[config.mk]
export PLATFORM = sky130hd
export DESIGN_NAME = hazardUnit
export DESIGN_NICKNAME = d
export VERILOG_FILES = /design/src/design/mips_params.svh /design/src/design/mipsPkg.sv /design/src/design/hazardUnit.sv
export SDC_FILE = /design/constraint.sdc
export NUM_CORES = 1
export LEC_CHECK = 0
export BUFFER_PORTS_ARGS = -buffer_cell sky130_fd_sc_hd__buf_2
export CAP_MARGIN = 40
export CORE_MARGIN = 4
export CORE_UTILIZATION = 40
export DETAILED_ROUTE_END_ITERATION = 8
export PLACE_DENSITY = 0.8
export SLEW_MARGIN = 20
export SYNTH_ARGS = -nofsm -noshare
export SYNTH_HDL_FRONTEND = slang
export SYNTH_SLANG_ARGS = --single-unit
[constraint.sdc]
create_clock -name vclk -period 2.8
set_clock_uncertainty 0.15 [all_clocks]
set_input_delay 0.56 -clock vclk [all_inputs]
set_output_delay 0.56 -clock vclk [all_outputs]
set_load 0.01 [all_outputs]
[src/design/mips_params.svh]
`ifndef MIPS_PARAMS_SVH
`define MIPS_PARAMS_SVH

// first fetch address and register count
`define MIPS_RESET_PC 32'h0000_0000
`define MIPS_NREGS    32

// primary opcodes
`define OP_RTYPE 6'h00
`define OP_J     6'h02
`define OP_BEQ   6'h04
`define OP_BNE   6'h05
`define OP_ADDI  6'h08
`define OP_SLTI  6'h0a
`define OP_ANDI  6'h0c
`define OP_ORI   6'h0d
`define OP_LUI   6'h0f
`define OP_LW    6'h23
`define OP_SW    6'h2b

// funct codes for the special opcode
`define FN_SLL   6'h00
`define FN_MFHI  6'h10
`define FN_MTHI  6'h11
`define FN_MFLO  6'h12
`define FN_MTLO  6'h13
`define FN_MULT  6'h18
`define FN_MULTU 6'h19
`define FN_ADD   6'h20
`define FN_SUB   6'h22
`define FN_AND   6'h24
`define FN_OR    6'h25
`define FN_SLT   6'h2a

`endif
[src/design/mipsPkg.sv]
package mipsPkg;

	//////////////////////////////////////////////////////////////////////
	// instruction word views
	//////////////////////////////////////////////////////////////////////
	typedef struct packed {
		logic [5:0] op;
		logic [4:0] rs;
		logic [4:0] rt;
		logic [4:0] rd;
		logic [4:0] shamt;
		logic [5:0] funct;
	} rTypeT;

	typedef struct packed {
		logic [5:0]  op;
		logic [4:0]  rs;
		logic [4:0]  rt;
		logic [15:0] imm16;
	} iTypeT;

	typedef struct packed {
		logic [5:0]  op;
		logic [25:0] target26;
	} jTypeT;

	// same 32 bits, read as R, I or J format
	typedef union packed {
		rTypeT r;
		iTypeT i;
		jTypeT j;
	} instrT;

	//////////////////////////////////////////////////////////////////////
	// control encodings
	//////////////////////////////////////////////////////////////////////
	typedef enum logic [3:0] {
		aluAdd,
		aluSub,
		aluAnd,
		aluOr,
		aluSlt,
		aluSll,
		aluLui,
		aluPassA
	} aluOpT;

	typedef enum logic [1:0] {
		resAlu,
		resMem,
		resHi,
		resLo
	} resSrcT;

	typedef enum logic [1:0] {
		fwdNone,
		fwdFromMem,
		fwdFromWb
	} fwdSelT;

	typedef struct packed {
		logic   regWrite;
		logic   memWrite;
		resSrcT resSrc;
		aluOpT  aluOp;
		logic   aluSrcImm;
		logic   zeroExt;
		logic   regDst;
		logic   branch;
		logic   branchNe;
		logic   jump;
		logic   mult;
		logic   multSigned;
		logic   writeHi;
		logic   writeLo;
	} ctrlT;

	//////////////////////////////////////////////////////////////////////
	// pipeline registers
	//////////////////////////////////////////////////////////////////////
	typedef struct packed {
		ctrlT        ctrl;
		logic [31:0] srcA;
		logic [31:0] srcB;
		logic [31:0] imm;
		logic [4:0]  shamt;
		logic [4:0]  rs;
		logic [4:0]  rt;
		logic [4:0]  writeReg;
	} idExT;

	typedef struct packed {
		logic        regWrite;
		logic        memWrite;
		resSrcT      resSrc;
		logic [31:0] aluOut;
		logic [31:0] writeData;
		logic [4:0]  writeReg;
	} exMemT;

	typedef struct packed {
		logic        regWrite;
		resSrcT      resSrc;
		logic [31:0] aluOut;
		logic [31:0] readData;
		logic [31:0] hi;
		logic [31:0] lo;
		logic [4:0]  writeReg;
	} memWbT;

endpackage

[src/design/hazardUnit.sv]
module hazardUnit (
	input  logic [4:0]       rsD,
	input  logic [4:0]       rtD,
	input  logic             branchD,
	input  logic [4:0]       rsE,
	input  logic [4:0]       rtE,
	input  logic [4:0]       writeRegE,
	input  logic             regWriteE,
	input  logic             memToRegE,
	input  logic [4:0]       writeRegM,
	input  logic             regWriteM,
	input  logic             memToRegM,
	input  logic [4:0]       writeRegW,
	input  logic             regWriteW,
	output logic             stallF,
	output logic             stallD,
	output logic             flushE,
	output logic             fwdAD,
	output logic             fwdBD,
	output mipsPkg::fwdSelT  fwdAE,
	output mipsPkg::fwdSelT  fwdBE
);

	logic loadUse;
	logic branchWait;

	//////////////////////////////////////////////////////////////////////
	// forwarding
	//////////////////////////////////////////////////////////////////////

	// writeback reaches decode through the register file bypass
	assign fwdAD = regWriteM && (writeRegM != 5'd0) && (writeRegM == rsD);
	assign fwdBD = regWriteM && (writeRegM != 5'd0) && (writeRegM == rtD);

	// EX/MEM is newer than MEM/WB
	always_comb begin
		if (regWriteM && (writeRegM != 5'd0) && (writeRegM == rsE)) begin
			fwdAE = mipsPkg::fwdFromMem;
		end else if (regWriteW && (writeRegW != 5'd0) && (writeRegW == rsE)) begin
			fwdAE = mipsPkg::fwdFromWb;
		end else begin
			fwdAE = mipsPkg::fwdNone;
		end
		if (regWriteM && (writeRegM != 5'd0) && (writeRegM == rtE)) begin
			fwdBE = mipsPkg::fwdFromMem;
		end else if (regWriteW && (writeRegW != 5'd0) && (writeRegW == rtE)) begin
			fwdBE = mipsPkg::fwdFromWb;
		end else begin
			fwdBE = mipsPkg::fwdNone;
		end
	end

	//////////////////////////////////////////////////////////////////////
	// stall and flush
	//////////////////////////////////////////////////////////////////////

	// load data is only ready in writeback
	assign loadUse = memToRegE && (writeRegE != 5'd0) &&
		((writeRegE == rsD) || (writeRegE == rtD));

	// branch operands must already sit in EX/MEM as an ALU result
	assign branchWait = branchD && (
		(regWriteE && (writeRegE != 5'd0) && ((writeRegE == rsD) || (writeRegE == rtD))) ||
		(memToRegM && (writeRegM != 5'd0) && ((writeRegM == rsD) || (writeRegM == rtD))));

	assign stallD = loadUse || branchWait;
	assign stallF = stallD;
	assign flushE = stallD;

endmodule

==> qor.yml <==
worst_setup_path:
  cp-start-kind: "primary input"
  endpoint_kind: "output pin"
  cp_common_cell: "buf_2"
  cp-startpoint: "writeRegE[1]"
  required_ns: 2.09
  crit_path_end: "stallD"
  cp_max_fo: 3
  worstPathCellList: "buf_2, xor2_1, nor3_1, a31oi_1, o32ai_1, buf_2"
  crit_type: "in -> out"
  max_stage_delay_ns: 0.38
  crit_arrival_ns: 1.77
  crit_slowest_cell: "o32ai_1"
die:
  coreArea_mm2: 0.00133
  die_w_um: 45.9
  die_h_um: 45.9
  die_area_mm2: 0.00211
  start_util: 0.432
  rows: 13
  ios: 50
timing:
  rsz0062_at_grt: "false"
  timing.hold.ws_ns: 1.37
  tightest_slew_ns: 0.464
  slew_headroom: 0.688
  slew_viol_final: 0
  hold_viol: 0
  setup_violations: 0
  max_freq_mhz: 404
  finalCritPeriodShare: 0.885
  fin_setup_tns_ns: 0
  period_minus_slack_ns: 2.48
routing:
  wire_per_inst_um: 12.3
  drtPass1Iterations: 2
  drt_iter0_drc: 3
  detail-route-antenna-nets: 0
  wl_um: 1650
  route.detailed.drc: 0
  via_per_inst: 5.11
  vias: 685
global_route:
  grt_max_degree: 6
  grt_pass1_vias: 635
  grt_usage: 0.158
  grt_pass1_wl_um: 2620
  antenna_found_initial: 0
  grt_overflow: 0
yosys:
  syn-instance-count: 76
  ys_warn_count: 0
  yosysTopAreaCellShare: 0.365
  synthesis.area_um2: 576
  synthTopCellsByArea: "xor2_1 (37%), xnor2_1 (24%), buf_4 (5.2%)"
  yosysTopAreaCell: "xor2_1"
  synth_nets: 117
  avgSynthCellArea_um2: 7.57
  yosysSeqAreaShare: 0
  synth_cell_type_count: 17
final_layout:
  diodes: 0
  layout.cells.most_common: "buf_2"
  regArea_um2: 0
  nFlopsAndLatches: 0
  area_growth_pct: 38.9
  drive_above_1_share: 0.437
  layout_common_cells: "buf_2 (50), xor2_1 (24), xnor2_1 (16)"
  fin_util: 0.599
  clkbuf_count: 0
  fin_nets: 162
  final_cells: 134
worst_hold_path:
  hold_class: "in -> out"
place:
  place_congestion: 0.786
  dp.cells: 134
  port_buffers: 50
  dpl.hpwl_um: 1530
cts:
  cts_resized: 0
  post_cts_buffers: 0
  holdBufCountCts: 0
flow_run:
  cap_violations: 0
power:
  power.density_mw_per_mm2: 145
  max-vdd-ir-drop_v: 0.0000683
  cellLeakagePower_nw: 0.385
outcome:
  status: "finished clean"
-- stage by stage --
stage	area [um2]	setup slack, ns	power (W)
global placement	800	0.356	0.000113
CTS	800	0.322	0.000117
global route	800	0.106	0.000130
floorplan	576	0.348	0.0000687
finish	800	0.323	0.000116
detailed placement	800	0.327	0.000117
-- synthesized netlist by cell type --
library cell and instances:
a21oi_1 1, a31oi_1 2, and4b_1 1, buf_2 3, buf_4 4, nand2_1 2
nand3_1 5, nor2_1 2, nor2b_1 1, nor3_1 5, nor4_1 2, nor4_2 2
o21ai_1 1, o32ai_1 1, or4_1 4, xnor2_1 16, xor2_1 24
-- worst max-delay path, delay by kind of cell --
family	cells	cell delay, ns
compound gates	2	0.49
xor+xnor	1	0.15
buf+inv	2	0.32
simple gates	1	0.25
-- worst min path at each step --
stage	cells past startpoint	slack [ns]	endpoint	from
after floorplan	2	1.12	fwdAD	regWriteM
after global placement	4	1.36	stallD	memToRegM
after detailed placement	4	1.36	stallF	memToRegM
after CTS	4	1.36	stallF	memToRegM
after global routing	4	1.41	fwdAD	regWriteM
final	4	1.37	fwdAD	regWriteM
-- area by class of cell --
cell class         count  area, um2
fillers              138        534
well taps             15       18.8
multi-input cells     69        531
repair buffers        50        250
-- kinds of logic (layout without fill, tap and decap cells) --
group                     count (synthesis)  in the layout  synth area share
xor gates and xnor gates                 40             40             0.609
and+or+nand+nor                          24             24             0.259
buffers and inverters                     7             50            0.0783
AOI/OAI and AO/OA                         5              5            0.0543
-- where the power goes --
group,internal [W],switching [W]
Clock,0,0
Combinational,0.0000590,0.0000570
Sequential,0,0
-- per-layer routing --
metal  track usage  up-vias  wire length [um]
met2         0.302       42               757
met4             0        0                 0
li1              -      345                 -
met5             0        -                 0
met1         0.198      298               643
met3        0.0119        0               248
Note: power is estimated with default switching activity, not from simulation.
