==> config.mk <==
export PLATFORM = sky130hd
export DESIGN_NAME = fetchStage
export DESIGN_NICKNAME = d
export VERILOG_FILES = /design/src/design/mipsPkg.sv /design/src/design/fetchStage.sv
export VERILOG_INCLUDE_DIRS = /design/src /design/src/design
export SDC_FILE = /design/constraint.sdc
export NUM_CORES = 1
export LEC_CHECK = 0
export ABC_AREA = 1
export BUFFER_PORTS_ARGS = -buffer_cell sky130_fd_sc_hd__buf_2
export CORE_MARGIN = 5
export CORE_UTILIZATION = 52
export DETAILED_ROUTE_END_ITERATION = 6
export PLACE_DENSITY = 0.95
export SLEW_MARGIN = 40
export SYNTH_ARGS = -nofsm -noshare
export SYNTH_HDL_FRONTEND = slang
export SYNTH_SLANG_ARGS = --single-unit
==> constraint.sdc <==
create_clock -name clk -period 3.4 [get_ports clk]
set_input_delay 0.34 -clock clk [delete_from_list [all_inputs] [get_ports clk]]
set_output_delay 0.34 -clock clk [all_outputs]
set_load 0.005 [all_outputs]
==> src/design/mips_params.svh <==
`ifndef MIPS_PARAMS_SVH
`define MIPS_PARAMS_SVH

// first fetch address and register count
`define MIPS_RESET_PC 32'h0000_0000
`define MIPS_NREGS    32

// primary opcodes
`define OP_RTYPE 6'h00
`define OP_J     6'h02
`define OP_BEQ   6'h04
`define OP_BNE   6'h05
`define OP_ADDI  6'h08
`define OP_SLTI  6'h0a
`define OP_ANDI  6'h0c
`define OP_ORI   6'h0d
`define OP_LUI   6'h0f
`define OP_LW    6'h23
`define OP_SW    6'h2b

// funct codes for the special opcode
`define FN_SLL   6'h00
`define FN_MFHI  6'h10
`define FN_MTHI  6'h11
`define FN_MFLO  6'h12
`define FN_MTLO  6'h13
`define FN_MULT  6'h18
`define FN_MULTU 6'h19
`define FN_ADD   6'h20
`define FN_SUB   6'h22
`define FN_AND   6'h24
`define FN_OR    6'h25
`define FN_SLT   6'h2a

`endif
==> src/design/mipsPkg.sv <==
package mipsPkg;

	//////////////////////////////////////////////////////////////////////
	// instruction word views
	//////////////////////////////////////////////////////////////////////
	typedef struct packed {
		logic [5:0] op;
		logic [4:0] rs;
		logic [4:0] rt;
		logic [4:0] rd;
		logic [4:0] shamt;
		logic [5:0] funct;
	} rTypeT;

	typedef struct packed {
		logic [5:0]  op;
		logic [4:0]  rs;
		logic [4:0]  rt;
		logic [15:0] imm16;
	} iTypeT;

	typedef struct packed {
		logic [5:0]  op;
		logic [25:0] target26;
	} jTypeT;

	// same 32 bits, read as R, I or J format
	typedef union packed {
		rTypeT r;
		iTypeT i;
		jTypeT j;
	} instrT;

	//////////////////////////////////////////////////////////////////////
	// control encodings
	//////////////////////////////////////////////////////////////////////
	typedef enum logic [3:0] {
		aluAdd,
		aluSub,
		aluAnd,
		aluOr,
		aluSlt,
		aluSll,
		aluLui,
		aluPassA
	} aluOpT;

	typedef enum logic [1:0] {
		resAlu,
		resMem,
		resHi,
		resLo
	} resSrcT;

	typedef enum logic [1:0] {
		fwdNone,
		fwdFromMem,
		fwdFromWb
	} fwdSelT;

	typedef struct packed {
		logic   regWrite;
		logic   memWrite;
		resSrcT resSrc;
		aluOpT  aluOp;
		logic   aluSrcImm;
		logic   zeroExt;
		logic   regDst;
		logic   branch;
		logic   branchNe;
		logic   jump;
		logic   mult;
		logic   multSigned;
		logic   writeHi;
		logic   writeLo;
	} ctrlT;

	//////////////////////////////////////////////////////////////////////
	// pipeline registers
	//////////////////////////////////////////////////////////////////////
	typedef struct packed {
		ctrlT        ctrl;
		logic [31:0] srcA;
		logic [31:0] srcB;
		logic [31:0] imm;
		logic [4:0]  shamt;
		logic [4:0]  rs;
		logic [4:0]  rt;
		logic [4:0]  writeReg;
	} idExT;

	typedef struct packed {
		logic        regWrite;
		logic        memWrite;
		resSrcT      resSrc;
		logic [31:0] aluOut;
		logic [31:0] writeData;
		logic [4:0]  writeReg;
	} exMemT;

	typedef struct packed {
		logic        regWrite;
		resSrcT      resSrc;
		logic [31:0] aluOut;
		logic [31:0] readData;
		logic [31:0] hi;
		logic [31:0] lo;
		logic [4:0]  writeReg;
	} memWbT;

endpackage

==> src/design/fetchStage.sv <==
`include "mips_params.svh"

module fetchStage (
	input  logic           clk,
	input  logic           rstN,
	input  logic           stallF,
	input  logic           stallD,
	input  logic           pcSrcD,
	input  logic           jumpD,
	input  logic [31:0]    branchTargetD,
	input  logic [31:0]    jumpTargetD,
	output logic [31:0]    pcF,
	input  logic [31:0]    instrF,
	output mipsPkg::instrT instrD,
	output logic [31:0]    pcPlus4D
);

	logic [31:0] pcPlus4F;
	logic [31:0] pcNext;

	assign pcPlus4F = pcF + 32'd4;

	// decode redirects win over sequential fetch
	always_comb begin
		if (jumpD) begin
			pcNext = jumpTargetD;
		end else if (pcSrcD) begin
			pcNext = branchTargetD;
		end else begin
			pcNext = pcPlus4F;
		end
	end

	always_ff @(posedge clk) begin
		if (!rstN) begin
			pcF <= `MIPS_RESET_PC;
		end else if (!stallF) begin
			pcF <= pcNext;
		end
	end

	//////////////////////////////////////////////////////////////////////
	// IF/ID register
	//////////////////////////////////////////////////////////////////////
	always_ff @(posedge clk) begin
		if (!rstN) begin
			instrD <= '0;
			pcPlus4D <= '0;
		end else if (!stallD) begin
			// no delay slot, so the word behind a redirect becomes a nop
			if (pcSrcD || jumpD) begin
				instrD <= '0;
			end else begin
				instrD <= instrF;
			end
			pcPlus4D <= pcPlus4F;
		end
	end

endmodule

==> qor.yml <==
synth:
  seq_area_frac_synth_pct: 40.22
  synth_edf_count: 0
  synth.net_count: 771
  yosys_warnings: 0
  syn_area_um2: 4778
  netlist_top_cells_count: "nand2_1, dfxtp_1, o21ai_0"
  yosysTopAreaCellShare_pct: 40.22
  synth_top_flop_cell: "dfxtp_1"
  yosys.area.top_type: "dfxtp_1"
  async_flop_share_pct: 0
  yosysMostFrequentCell: "nand2_1"
  ys_ff_latch: 96
  netlist_instances: 668
  synth_area_leaders: "dfxtp_1, nand2_1, o21ai_0, a21oi_1, nor2_1"
  ys_types: 32
  avgSynthCellArea_um2: 7.153
final_layout:
  drive_gt1_share_pct: 30.32
  nNetsFinal: 939
  final_cell_area_um2: 5976
  diodes: 0
  syn2layout_area_growth_pct: 25.06
cts:
  clockBufferDepth: 2
  cts.repair.resized: 0
  htree_levels: 3
  clkSinkCount: 96
  clk_latency_ps: 370
  clkTransAtPathRegs_ps: 110
  cts_setup_buffers: 0
  ctsHoldBuffers: 0
  tritoncts: "built"
  numCtsBuffers: 9
  cts-root-buf: "clkbuf_8"
sta:
  period_share_pct: 55.83
  setup_tns_ps: 0
  drv_slew: 0
  maxSlewHeadroom_pct: 50.53
  rsz0062_at_grt: "no"
  hold_violations: 0
  fmax_mhz: 526.8
  setup-violations-final: 0
  clock_skew_ps: 9.844
  worst_slew_pin_slew_ps: 741.0
  fin_crit_ps: 1898
placed_design:
  place_area_um2: 5752
  numPortBuffers: 197
  dpl.hpwl_um: 10490
  gp_congestion: 0.9267
setup_path:
  critPathSlowestCell: "dfxtp_1"
  worstPathRequired_ps: 3660
  path_cells: "ha_1 > nand2_2 > nor2_8 > nand2_8 > nor2_8 > nand2_1 > nand2_1 > nand2_1 > o21ai_1 > inv_1"
  max_stage_delay_ps: 520
  worst-path-max-fanout: 7
  cp-start-kind: "flop"
  crit_type: "flop to flop"
  crit_family: "simple AND/OR/NAND/NOR gates"
  cp_common_cell: "nand2_1"
  arrival_ps: 2160
  crit_path_end_kind: "flop"
  path_buf_inv: 1
status:
  status: "completed"
routing:
  drcViolationCount: 0
  viasPerCell: 5.476
  first_iter_violations: 371
  dr.pass1.iters: 6
  vias: 5213
  ant_nets: 0
  postRouteWirelength_um: 14680
  post_drt_wl_per_cell_um: 15.42
floorplan:
  io_pins: 198
  die_y_um: 105.9
  row_count: 35
  core_um2: 9109
  start_util_pct: 52.46
  dieArea_um2: 11210
  die_w_um: 105.9
global_routing:
  antenna_found_initial: 0
  grt_overflow: 0
  grt_pass1_wl_um: 23600
  grt_max_degree: 71
  grt_pass1_vias: 4957
  grtUsageTotal_pct: 25.79
min_path:
  hold_class: "input pin to flop"
power_and_ir_drop:
  irDropWorstVdd_v: 0.0002219
  powerDensity_nw_per_um2: 416.6
  p_leak_nw: 2.998
flow_run:
  max_cap_viol_count: 0
power by group:
group	total, mW	switching, mW	internal [mW]
Clock	0.825	0.460	0.364
Sequential	1.27	0.0655	1.20
Combinational	0.400	0.227	0.172
path summary, 6_finish.rpt:
| check | startpoint | to | slack, ps | depth (start not counted) |
|---|---|---|---|---|
| hold / removal | instrF[9] | instrD[9] | 210 | 3 |
| hold reg to reg | pcF[1] | pcPlus4D[1] | 480 | 2 |
| setup / recovery | pcF[2] | pcPlus4D[20] | 1500 | 10 |
| setup reg to reg | pcF[2] | pcPlus4D[20] | 1500 | 10 |
logic make-up after synthesis:
kind of cell | count (synthesis) | share of synthesized area (%)
DFF | 96 | 40.22
AOI/OAI and AO/OA | 194 | 22.99
and+or+nand+nor | 263 | 24.93
buffers and inverters | 99 | 8.222
xor gates and xnor gates | 15 | 3.378
adders and majority gates | 1 | 0.2618
area by class of cell:
type | count | area (um^2)
Fill cell | 810 | 3133
Sequential cell | 96 | 1922
Inverter | 55 | 209.0
Multi-Input combinational cell | 473 | 2464
Tap cell | 111 | 138.9
Clock inverter | 7 | 100.1
Timing Repair Buffer | 201 | 1018
Clock buffer | 9 | 123.9
registers in the layout, indices dropped and copies added, names as in the netlist:
| signal | count |
|---|---|
| pcPlus4D | 32 |
| pcF | 32 |
| instrD | 32 |
tightest hold or removal path: cells and delay by family:
family | cells | cell delay, ps
buf+inv | 1 | 90
simple gates | 1 | 50
compound gates | 1 | 50
per-layer routing:
| metal | vias up | GRT usage [%] | part of all wire (%) |
|---|---|---|---|
| li1 | 2529 | - | - |
| met1 | 2351 | 30.47 | 38 |
| met2 | 287 | 44.13 | 49 |
| met3 | 46 | 6.736 | 10 |
| met4 | 0 | 10.92 | 3.2 |
| met5 | - | 0 | 0 |
placed cells by master (no fill, tap or decap), drive strengths merged, types with 2 or more instances in the layout:
cell and n:
dfxtp 96, clkinv 3, a31oi 3, xnor2 5
a21oi 66, nand3b 7, inv 58, and2 2
nor2 92, o211ai 4, nand2 152, clkbuf 9
o21ai 92, xor2 10, nand3 9, buf 201
a221oi 27
through the flow:
step	hold WS [ps]	setup slack (ps)	std cells	total power, mW	util (%)
2_1_floorplan	448.5	1877	668	1.494	-
3_3_place_gp	457.9	1333	936	1.668	63.09
3_5_place_dp	465.2	1276	936	1.683	63.15
4_1_cts	198.9	1539	952	2.493	65.60
5_1_grt	193.6	1445	952	2.608	65.60
6_report	205.7	1502	952	2.489	65.60
Power figures use the tool's default switching activity.
